<file path="src/include/evr_settings.svh">
`ifndef EVR_SETTINGS_SVH
`define EVR_SETTINGS_SVH

// ------------------------------
// event codes on the timing stream
// ------------------------------
`define EVR_EVCODE_SEC0      8'h70
`define EVR_EVCODE_SEC1      8'h71
`define EVR_EVCODE_HEARTBEAT 8'h7A
`define EVR_EVCODE_PPS       8'h7D
// idle comma, sent as a K character in the low byte
`define EVR_K_COMMA          8'hBC

// ------------------------------
// orbit clock and event log
// ------------------------------
// must be divisible by 4, orbit period is N/4 cycles
`define EVR_HARMONIC_N       304
`define EVR_OC_DELAY_W       7
// records per writer
`define EVR_LOG_DEPTH        16
// top address bit selects the writer half
`define EVR_LOG_AW           ($clog2(2 * `EVR_LOG_DEPTH))

`endif
</file>
<file path="src/evr_pkg.sv">
`default_nettype none

`include "evr_settings.svh"

package evr_pkg;

    // one stream word, k[0] flags the low byte
    typedef struct packed {
        logic [1:0]  k;
        logic [15:0] data;
    } evr_word_t;

    typedef struct packed {
        logic [31:0] secs;
        logic [31:0] tcks;
    } evr_ts_t;

    typedef enum logic {
        EVENT = 1'b0,
        ORBIT = 1'b1
    } rec_kind_e;

    // 73 bits per record
    typedef struct packed {
        rec_kind_e kind;
        logic [7:0] code;
        evr_ts_t    ts;
    } log_rec_t;

    // ------------------------------
    // wishbone classic
    // ------------------------------
    typedef struct packed {
        logic                   cyc;
        logic                   stb;
        logic                   we;
        logic [`EVR_LOG_AW-1:0] adr;
        log_rec_t               dat;
    } wb_req_t;

    typedef struct packed {
        logic ack;
    } wb_rsp_t;

endpackage

`default_nettype wire

</file>
<file path="src/timing_core.sv">
`timescale 1ns/1ps
`default_nettype none

`include "evr_settings.svh"

module timing_core (
    input  wire                evr_clk,
    input  wire                i_rst_n,
    input  wire evr_pkg::evr_word_t i_rxd,
    input  wire [7:0]          i_sel_code,
    input  wire [`EVR_OC_DELAY_W-1:0] i_oc_delay,
    input  wire [`EVR_LOG_AW-1:0] i_rd_addr,
    output evr_pkg::evr_ts_t   o_ts,
    output logic               o_ts_valid,
    output logic               o_event,
    output logic [31:0]        o_event_cnt,
    output logic [15:0]        o_drop_cnt,
    output logic               o_oc_valid,
    output logic               o_oc_trig,
    output evr_pkg::evr_ts_t   o_oc_ts,
    output evr_pkg::log_rec_t  o_rd_data
);

    logic [7:0]       evcode;
    logic             evstrobe;
    logic             heartbeat;
    evr_pkg::wb_req_t log_req;
    evr_pkg::wb_rsp_t log_rsp;
    evr_pkg::wb_req_t oc_req;
    evr_pkg::wb_rsp_t oc_rsp;
    evr_pkg::wb_req_t ram_req;
    evr_pkg::wb_rsp_t ram_rsp;

    // ------------------------------
    // stream decode
    // ------------------------------
    evr_rx_decoder u_decoder (
        .evr_clk     (evr_clk),
        .i_rst_n     (i_rst_n),
        .i_rxd       (i_rxd),
        .o_evcode    (evcode),
        .o_evstrobe  (evstrobe),
        .o_pps       (),
        .o_heartbeat (heartbeat),
        .o_ts        (o_ts),
        .o_ts_valid  (o_ts_valid)
    );

    // ------------------------------
    // log writers
    // ------------------------------
    event_logger u_logger (
        .evr_clk     (evr_clk),
        .i_rst_n     (i_rst_n),
        .i_evcode    (evcode),
        .i_evstrobe  (evstrobe),
        .i_ts        (o_ts),
        .i_ts_valid  (o_ts_valid),
        .i_sel_code  (i_sel_code),
        .i_wb_rsp    (log_rsp),
        .o_event     (o_event),
        .o_event_cnt (o_event_cnt),
        .o_drop_cnt  (o_drop_cnt),
        .o_wb_req    (log_req)
    );

    orbit_trigger u_orbit (
        .evr_clk     (evr_clk),
        .i_rst_n     (i_rst_n),
        .i_heartbeat (heartbeat),
        .i_ts        (o_ts),
        .i_oc_delay  (i_oc_delay),
        .i_wb_rsp    (oc_rsp),
        .o_oc_valid  (o_oc_valid),
        .o_oc_trig   (o_oc_trig),
        .o_oc_ts     (o_oc_ts),
        .o_wb_req    (oc_req)
    );

    // ------------------------------
    // shared log memory
    // ------------------------------
    wb_arbiter u_arbiter (
        .evr_clk  (evr_clk),
        .i_rst_n  (i_rst_n),
        .i_m0_req (log_req),
        .i_m1_req (oc_req),
        .i_s_rsp  (ram_rsp),
        .o_m0_rsp (log_rsp),
        .o_m1_rsp (oc_rsp),
        .o_s_req  (ram_req)
    );

    event_log_ram u_log_ram (
        .evr_clk   (evr_clk),
        .i_rst_n   (i_rst_n),
        .i_wb_req  (ram_req),
        .i_rd_addr (i_rd_addr),
        .o_wb_rsp  (ram_rsp),
        .o_rd_data (o_rd_data)
    );

endmodule

`default_nettype wire

</file>
<file path="src/event_log_ram.sv">
`timescale 1ns/1ps
`default_nettype none

`include "evr_settings.svh"

module event_log_ram (
    input  wire                evr_clk,
    input  wire                i_rst_n,
    input  wire evr_pkg::wb_req_t i_wb_req,
    input  wire [`EVR_LOG_AW-1:0] i_rd_addr,
    output evr_pkg::wb_rsp_t   o_wb_rsp,
    output evr_pkg::log_rec_t  o_rd_data
);

    localparam int N_REC = 2 * `EVR_LOG_DEPTH;

    evr_pkg::log_rec_t mem [N_REC];
    logic              accept;

    // a cycle is taken once, the ack cycle itself is not accepted again
    assign accept = i_wb_req.cyc && i_wb_req.stb && !o_wb_rsp.ack;

    always_ff @(posedge evr_clk or negedge i_rst_n) begin
        if (!i_rst_n) begin
            o_wb_rsp <= '0;
        end else begin
            o_wb_rsp <= '{ack: accept};
        end
    end

    // ------------------------------
    // storage and readback port
    // ------------------------------
    always_ff @(posedge evr_clk) begin
        if (accept && i_wb_req.we) begin
            mem[i_wb_req.adr] <= i_wb_req.dat;
        end
        o_rd_data <= mem[i_rd_addr];
    end

endmodule

`default_nettype wire

</file>
<file path="src/wb_arbiter.sv">
`timescale 1ns/1ps
`default_nettype none

module wb_arbiter (
    input  wire                evr_clk,
    input  wire                i_rst_n,
    input  wire evr_pkg::wb_req_t i_m0_req,
    input  wire evr_pkg::wb_req_t i_m1_req,
    input  wire evr_pkg::wb_rsp_t i_s_rsp,
    output evr_pkg::wb_rsp_t   o_m0_rsp,
    output evr_pkg::wb_rsp_t   o_m1_rsp,
    output evr_pkg::wb_req_t   o_s_req
);

    logic locked;
    logic owner;
    logic last_win;
    // 0 selects master 0, 1 selects master 1
    logic sel;

    // ------------------------------
    // grant selection
    // ------------------------------
    always_comb begin
        if (locked) begin
            sel = owner;
        end else if (i_m0_req.cyc && i_m1_req.cyc) begin
            // tie goes to whoever did not win last
            sel = !last_win;
        end else begin
            sel = i_m1_req.cyc;
        end
    end

    assign o_s_req  = sel ? i_m1_req : i_m0_req;
    assign o_m0_rsp = '{ack: i_s_rsp.ack && !sel};
    assign o_m1_rsp = '{ack: i_s_rsp.ack && sel};

    // grant stays with one master from cyc until its ack
    always_ff @(posedge evr_clk or negedge i_rst_n) begin
        if (!i_rst_n) begin
            locked   <= 1'b0;
            owner    <= 1'b0;
            last_win <= 1'b1;
        end else if (!locked) begin
            if (o_s_req.cyc) begin
                locked   <= 1'b1;
                owner    <= sel;
                last_win <= sel;
            end
        end else if (i_s_rsp.ack) begin
            locked <= 1'b0;
        end
    end

endmodule

`default_nettype wire

</file>
<file path="src/orbit_trigger.sv">
`timescale 1ns/1ps
`default_nettype none

`include "evr_settings.svh"

module orbit_trigger (
    input  wire                evr_clk,
    input  wire                i_rst_n,
    input  wire                i_heartbeat,
    input  wire evr_pkg::evr_ts_t i_ts,
    input  wire [`EVR_OC_DELAY_W-1:0] i_oc_delay,
    input  wire evr_pkg::wb_rsp_t i_wb_rsp,
    output logic               o_oc_valid,
    output logic               o_oc_trig,
    output evr_pkg::evr_ts_t   o_oc_ts,
    output evr_pkg::wb_req_t   o_wb_req
);

    localparam int OC_PERIOD = `EVR_HARMONIC_N / 4;
    localparam int PH_W      = $clog2(OC_PERIOD);
    localparam int PTR_W     = `EVR_LOG_AW - 1;

    logic [PH_W-1:0]            phase;
    logic                       phase_last;
    logic                       hb_seen;
    logic                       oc_edge;
    logic                       delay_run;
    logic [`EVR_OC_DELAY_W-1:0] delay_cnt;
    logic                       busy;
    logic [PTR_W-1:0]           wr_ptr;

    // ------------------------------
    // orbit clock recovery
    // ------------------------------
    assign phase_last = (phase == PH_W'(OC_PERIOD - 1));
    // rising edge at phase 0, only once a heartbeat gave us a reference
    assign oc_edge    = hb_seen && (phase == '0);

    always_ff @(posedge evr_clk or negedge i_rst_n) begin
        if (!i_rst_n) begin
            phase      <= '0;
            hb_seen    <= 1'b0;
            o_oc_valid <= 1'b0;
        end else if (i_heartbeat) begin
            phase   <= '0;
            hb_seen <= 1'b1;
            // aligned when the restart falls on the natural wrap
            if (hb_seen) begin
                o_oc_valid <= phase_last;
            end
        end else if (phase_last) begin
            phase <= '0;
        end else begin
            phase <= phase + PH_W'(1);
        end
    end

    // ------------------------------
    // programmable edge delay
    // ------------------------------
    assign o_oc_trig = (oc_edge && (i_oc_delay == '0)) ||
                       (delay_run && (delay_cnt == i_oc_delay));

    always_ff @(posedge evr_clk or negedge i_rst_n) begin
        if (!i_rst_n) begin
            delay_run <= 1'b0;
            delay_cnt <= '0;
        end else if (oc_edge) begin
            delay_run <= (i_oc_delay != '0);
            delay_cnt <= `EVR_OC_DELAY_W'(1);
        end else if (delay_run) begin
            if (delay_cnt == i_oc_delay) begin
                delay_run <= 1'b0;
            end else begin
                delay_cnt <= delay_cnt + `EVR_OC_DELAY_W'(1);
            end
        end
    end

    // ------------------------------
    // timestamp capture and log write
    // ------------------------------
    assign busy = o_wb_req.cyc && !i_wb_rsp.ack;

    always_ff @(posedge evr_clk or negedge i_rst_n) begin
        if (!i_rst_n) begin
            o_oc_ts  <= '0;
            o_wb_req <= '0;
            wr_ptr   <= '0;
        end else if (o_oc_trig) begin
            // holds the live timestamp of the trigger cycle
            o_oc_ts <= i_ts;
            // record dropped while the previous one waits, trigger still fires
            if (!busy) begin
                o_wb_req.cyc <= 1'b1;
                o_wb_req.stb <= 1'b1;
                o_wb_req.we  <= 1'b1;
                o_wb_req.adr <= {1'b1, wr_ptr};
                o_wb_req.dat <= '{kind: evr_pkg::ORBIT, code: `EVR_EVCODE_HEARTBEAT, ts: i_ts};
                wr_ptr       <= wr_ptr + PTR_W'(1);
            end
        end else if (i_wb_rsp.ack) begin
            o_wb_req.cyc <= 1'b0;
            o_wb_req.stb <= 1'b0;
            o_wb_req.we  <= 1'b0;
        end
    end

endmodule

`default_nettype wire

</file>
<file path="src/event_logger.sv">
`timescale 1ns/1ps
`default_nettype none

`include "evr_settings.svh"

module event_logger (
    input  wire                evr_clk,
    input  wire                i_rst_n,
    input  wire [7:0]          i_evcode,
    input  wire                i_evstrobe,
    input  wire evr_pkg::evr_ts_t i_ts,
    input  wire                i_ts_valid,
    input  wire [7:0]          i_sel_code,
    input  wire evr_pkg::wb_rsp_t i_wb_rsp,
    output logic               o_event,
    output logic [31:0]        o_event_cnt,
    output logic [15:0]        o_drop_cnt,
    output evr_pkg::wb_req_t   o_wb_req
);

    localparam int PTR_W = `EVR_LOG_AW - 1;

    logic             match;
    logic             count_event;
    logic             busy;
    logic [PTR_W-1:0] wr_ptr;

    assign match   = i_evstrobe && (i_evcode == i_sel_code);
    assign o_event = match;

    // no counting until the timestamp is recovered, early events may be half decoded
    assign count_event = match && i_ts_valid;

    // an ack in this cycle frees the bus for a new record
    assign busy = o_wb_req.cyc && !i_wb_rsp.ack;

    always_ff @(posedge evr_clk or negedge i_rst_n) begin
        if (!i_rst_n) begin
            o_event_cnt <= '0;
            o_drop_cnt  <= '0;
            o_wb_req    <= '0;
            wr_ptr      <= '0;
        end else begin
            if (count_event) begin
                o_event_cnt <= o_event_cnt + 32'd1;
                if (busy) begin
                    o_drop_cnt <= o_drop_cnt + 16'd1;
                end else begin
                    o_wb_req.cyc <= 1'b1;
                    o_wb_req.stb <= 1'b1;
                    o_wb_req.we  <= 1'b1;
                    // lower half of the log belongs to the logger
                    o_wb_req.adr <= {1'b0, wr_ptr};
                    o_wb_req.dat <= '{kind: evr_pkg::EVENT, code: i_evcode, ts: i_ts};
                    wr_ptr       <= wr_ptr + PTR_W'(1);
                end
            end else if (i_wb_rsp.ack) begin
                o_wb_req.cyc <= 1'b0;
                o_wb_req.stb <= 1'b0;
                o_wb_req.we  <= 1'b0;
            end
        end
    end

endmodule

`default_nettype wire

</file>
<file path="src/evr_rx_decoder.sv">
`timescale 1ns/1ps
`default_nettype none

`include "evr_settings.svh"

module evr_rx_decoder (
    input  wire                evr_clk,
    input  wire                i_rst_n,
    input  wire evr_pkg::evr_word_t i_rxd,
    output logic [7:0]         o_evcode,
    output logic               o_evstrobe,
    output logic               o_pps,
    output logic               o_heartbeat,
    output evr_pkg::evr_ts_t   o_ts,
    output logic               o_ts_valid
);

    logic [7:0]  code;
    logic        code_ok;
    logic        is_pps;
    logic        is_sec;
    logic [31:0] secs_sr;
    // saturates at 32, enough for a full seconds word
    logic [5:0]  secs_bits;

    // ------------------------------
    // low byte classification
    // ------------------------------
    // K characters are idle, code 0 is no event
    assign code    = i_rxd.data[7:0];
    assign code_ok = !i_rxd.k[0] && (code != 8'h00);
    assign is_pps  = code_ok && (code == `EVR_EVCODE_PPS);
    assign is_sec  = code_ok && ((code == `EVR_EVCODE_SEC0) || (code == `EVR_EVCODE_SEC1));

    always_ff @(posedge evr_clk or negedge i_rst_n) begin
        if (!i_rst_n) begin
            o_evcode    <= 8'h00;
            o_evstrobe  <= 1'b0;
            o_pps       <= 1'b0;
            o_heartbeat <= 1'b0;
            o_ts        <= '0;
            o_ts_valid  <= 1'b0;
            secs_sr     <= '0;
            secs_bits   <= '0;
        end else begin
            o_evstrobe  <= code_ok;
            o_evcode    <= code_ok ? code : 8'h00;
            o_pps       <= is_pps;
            o_heartbeat <= code_ok && (code == `EVR_EVCODE_HEARTBEAT);

            if (is_pps) begin
                // new second, ticks restart from zero
                o_ts.secs <= secs_sr;
                o_ts.tcks <= '0;
                secs_bits <= '0;
                if (secs_bits == 6'd32) begin
                    o_ts_valid <= 1'b1;
                end
            end else begin
                o_ts.tcks <= o_ts.tcks + 32'd1;
                if (is_sec) begin
                    // msb first, 0x71 carries a one
                    secs_sr <= {secs_sr[30:0], code == `EVR_EVCODE_SEC1};
                    if (secs_bits != 6'd32) begin
                        secs_bits <= secs_bits + 6'd1;
                    end
                end
            end
        end
    end

endmodule

`default_nettype wire

</file>
<file path="config.mk">
export PLATFORM = sky130hd
export DESIGN_NAME = timing_core
export DESIGN_NICKNAME = d
export VERILOG_FILES = /design/src/evr_pkg.sv /design/src/timing_core.sv /design/src/event_log_ram.sv /design/src/wb_arbiter.sv /design/src/orbit_trigger.sv /design/src/event_logger.sv /design/src/evr_rx_decoder.sv
export VERILOG_INCLUDE_DIRS = /design/src /design/src/include
export SDC_FILE = /design/constraint.sdc
export NUM_CORES = 2
export LEC_CHECK = 0
export ABC_AREA = 0
export BUFFER_PORTS_ARGS = -buffer_cell sky130_fd_sc_hd__buf_2
export CORE_ASPECT_RATIO = 0.6
export CORE_MARGIN = 5
export CORE_UTILIZATION = 40
export CTS_CLUSTER_DIAMETER = 120
export DETAILED_ROUTE_END_ITERATION = 10
export SYNTH_ARGS = -nofsm -noshare
export SYNTH_HDL_FRONTEND = slang
export SYNTH_SLANG_ARGS = --single-unit
</file>
<file path="constraint.sdc">
create_clock -name evr_clk -period 6.3 [get_ports evr_clk]
set_clock_uncertainty 0.2 [all_clocks]
set_input_delay 0.63 -clock evr_clk [delete_from_list [all_inputs] [get_ports evr_clk]]
set_output_delay 0.63 -clock evr_clk [all_outputs]
set_load 0.05 [all_outputs]
</file>
==> metrics.cfg <==
[timing]
max_freq_mhz = 229
grt_setup_unrepaired = false
period_needed_ps = 4370
holdWs_ps = 132
slew_headroom = 0.157
final_hold_viol_count = 0
setup_viol = 0
fin_crit_sh = 0.693
fin_ws_ps = 1930
worst-slew-pin-transition_ps = 1260
setup_tns_ps = 0
drv_slew = 0

[synth]
synth-seq-cells = 2810
yosys_warnings = 0
synth_edf_count = 2336
avgSynthCellArea_um2 = 20.2
ys.flop_type = edfxtp_1
synthDistinctLibCells = 58
asyncSetResetFlopFracSynth = 0.143
synth_nets = 5375
synthCells = 5325
ys_seq_area_frac = 0.757
syn-cell-area_um2 = 108000

[power_and_ir_drop]
power_frac_clock = 0.429
p_int_uw = 29800
comb_power_share = 0.037
vdd_ir_drop_max_mv = 0.204
swShare = 0.213
leakagePower_uw = 0.0464
p_seq_frac = 0.533
p_per_area_nw_per_um2 = 307
p_switching_uw = 8070

[placed_design]
port_buffers = 283
place_congestion = 0.756
dp_slack_ps = 1950
dpl.hpwl_mm = 151

[route]
vias = 54000
wl_mm = 283
drcViolationCount = 0
avgViaCountPerCell = 5.65
drt_iter0_markers = 6046
wire_per_inst_um = 29.6
dr.pass1.iters = 5
antenna_left = 0

[flow_run]
cap_violations = 0

[global_route]
overflow = 0
grt_usage = 0.199
antenna_found_initial = 11
grt_max_degree = 174
grt_pass1_vias = 54100
grt_pass1_wl_mm = 402

[floorplan]
die_h_um = 412
core_um2 = 268000
io_pins = 293
initial_core_util = 0.403
dieArea_um2 = 280000
rows = 147
fp.dieW_um = 680

[clocking]
cts_num_sinks = 2810
clk_pin_slew_ps = 60
clkLatencyLatePin_ps = 840
htree_num_levels = 5
cts_made_buffers = 274
clockRootBuffer = clkbuf_16
clk_path_buf_depth = 4
post_cts_resized = 0
cts_tree = done

[worst_setup_path]
critPathMaxFanout = 78
worstPathArrival_ps = 4600
critPathKind = register to register
end_kind = register
crit_path_start_kind = register
reg2reg_to = u_log_ram.mem[2][17]
r2r_setup_slack_ps = 1930
rr_startpoint = u_arbiter.last_win
ff2ff_path_depth = 8
worstSetupStartpoint = u_arbiter.last_win
crit_required_ps = 6530
crit_end = u_log_ram.mem[2][17]

[layout]
drive_above_1_share = 0.296
num-fill-cells = 22400
area_growth_pct = 14.4
layout.nets = 5817

[hold_path]
hold_class = input port to async pin

[run_status]
outcome = finished clean

==> how the worst min path moves through the flow <==
| stage | start | end | slack (ps) | depth (start not counted) |
|---|---|---|---|---|
| after detailed placement | u_logger.wr_ptr[3] | u_logger.wr_ptr[3] | 260 | 1 |
| after global routing | i_rst_n | u_orbit.o_oc_ts[48] | 160 | 2 |
| after CTS | i_rst_n | u_orbit.o_oc_ts[48] | 110 | 2 |
| after global placement | u_logger.o_event_cnt[31] | u_logger.o_event_cnt[31] | 250 | 1 |
| after floorplan | i_rst_n | u_arbiter.locked | 130 | 0 |
| final | i_rst_n | u_orbit.o_oc_ts[48] | 130 | 2 |
==> flip-flops by register name, indices dropped and copies added (netlist names), 4 cells and up <==
signal and cells:
u_decoder.o_evcode 8, u_decoder.o_ts 64, u_decoder.secs_bits 6, u_decoder.secs_sr 32
u_log_ram.mem 2336, u_log_ram.o_rd_data 73, u_logger.o_drop_cnt 16, u_logger.o_event_cnt 32
u_logger.o_wb_req 77, u_logger.wr_ptr 4, u_orbit.delay_cnt 7, u_orbit.o_oc_ts 64
u_orbit.o_wb_req 70, u_orbit.phase 7, u_orbit.wr_ptr 4
==> cells in the mapped netlist (73+ instances only) <==
cell | n | area, um2
dfrtp_1 | 400 | 10000
dfxtp_1 | 73 | 1460
clkbuf_1 | 101 | 379
edfxtp_1 | 2336 | 70100
a22oi_1 | 112 | 841
nand2_1 | 84 | 315
mux2i_1 | 387 | 3870
buf_2 | 128 | 641
mux2_2 | 429 | 4830
mux4_2 | 444 | 10000
nor2_1 | 145 | 544
nand3_1 | 94 | 470
==> cell usage in the layout, fill, tap and decap left out, types with 9 or more instances in the layout <==
cell type,netlist,final
edfxtp_1,2336,2336
mux4_2,444,444
mux2_2,429,429
dfrtp_1,400,400
mux2i_1,387,387
clkbuf_16,0,285
buf_2,128,279
a22oi_1,112,112
nor2_1,145,111
buf_4,21,103
nand3_1,94,94
nand2_1,84,83
dfxtp_1,73,73
xor2_1,68,68
clkbuf_1,101,67
o22ai_1,55,55
clkinv_2,0,51
a21oi_1,46,46
a22o_1,46,46
xnor2_1,40,40
buf_12,0,38
nor2_4,0,35
nor3_1,31,30
and3_1,28,28
nand4_1,26,26
clkinv_1,0,26
clkbuf_8,0,24
a31oi_1,23,23
inv_1,21,21
mux2_4,20,20
dlygate4sd3_1,0,19
bufinv_16,0,18
nand2b_1,15,14
nor2b_1,18,12
a211oi_1,11,11
and2_1,11,10
and4_1,10,10
ha_1,10,10
nor4_1,10,9
==> power groups by stage <==
stage	sequential [uW]	clock, uW	combinational [uW]
6_report	20200	16300	1410
5_1_grt	20200	17400	1510
4_1_cts	20200	16600	1440
3_5_place_dp	20600	0	1420
3_3_place_gp	20600	0	1410
2_1_floorplan	20700	0	748
==> layout make-up <==
cell class	count	area [um2]	area share
Sequential cell	2810	81600	0.662
Multi-Input combinational cell	2217	25200	0.204
Clock buffer	376	7710	0.0625
Tap cell	3576	4470	0.0363
Timing Repair Buffer	443	3180	0.0258
Clock inverter	111	1060	0.00863
Inverter	21	78.8	0.000639
Antenna cell	5	12.5	0.000101
==> routing by layer <==
metal  global-route usage  routed length [um]
met3               0.0327               20900
met4               0.0459                6650
met2                0.305              129000
met1                0.299              127000
met5                    0                   0
==> repair_timing <==
item                       in CTS  in global routing
hold endpoints to repair       77                  0
hold buffers                   19                  0
buffers inserted                0                  0
setup endpoints to repair       0                  0
==> critical path, cell delays in order, from the launching register on <==
cell      delay, ps
dfstp_2         540
nand2_1         100
a21boi_4        410
buf_12          540
and3b_1         260
o21ai_1          70
buf_4           250
nor2_4          760
buf_4           730
==> metrics by stage <==
stage          power [uW]   util  instance area (um2)  instances
6_report            37900  0.461               123000       9559
3_5_place_dp        22000  0.427               114000       9048
3_3_place_gp        22000  0.427               114000       9048
4_1_cts             38200  0.461               123000       9554
2_1_floorplan       21500      -               108000       5325
5_1_grt             39100  0.461               123000       9556
==> kinds of logic (layout without fill, tap and decap cells) <==
group,Yosys count,in the layout,synth area share
flip-flops,2810,2810,0.757
buffers and inverters,298,951,0.0128
multiplexers,1280,1280,0.176
XOR/XNOR,108,108,0.00877
AND/OR/NAND/NOR,504,504,0.0234
other,0,5,0
AO/OA/AOI/OAI,315,315,0.0204
adder cells (fa/ha/maj),10,10,0.00116
(Power assumes the default switching activity.)
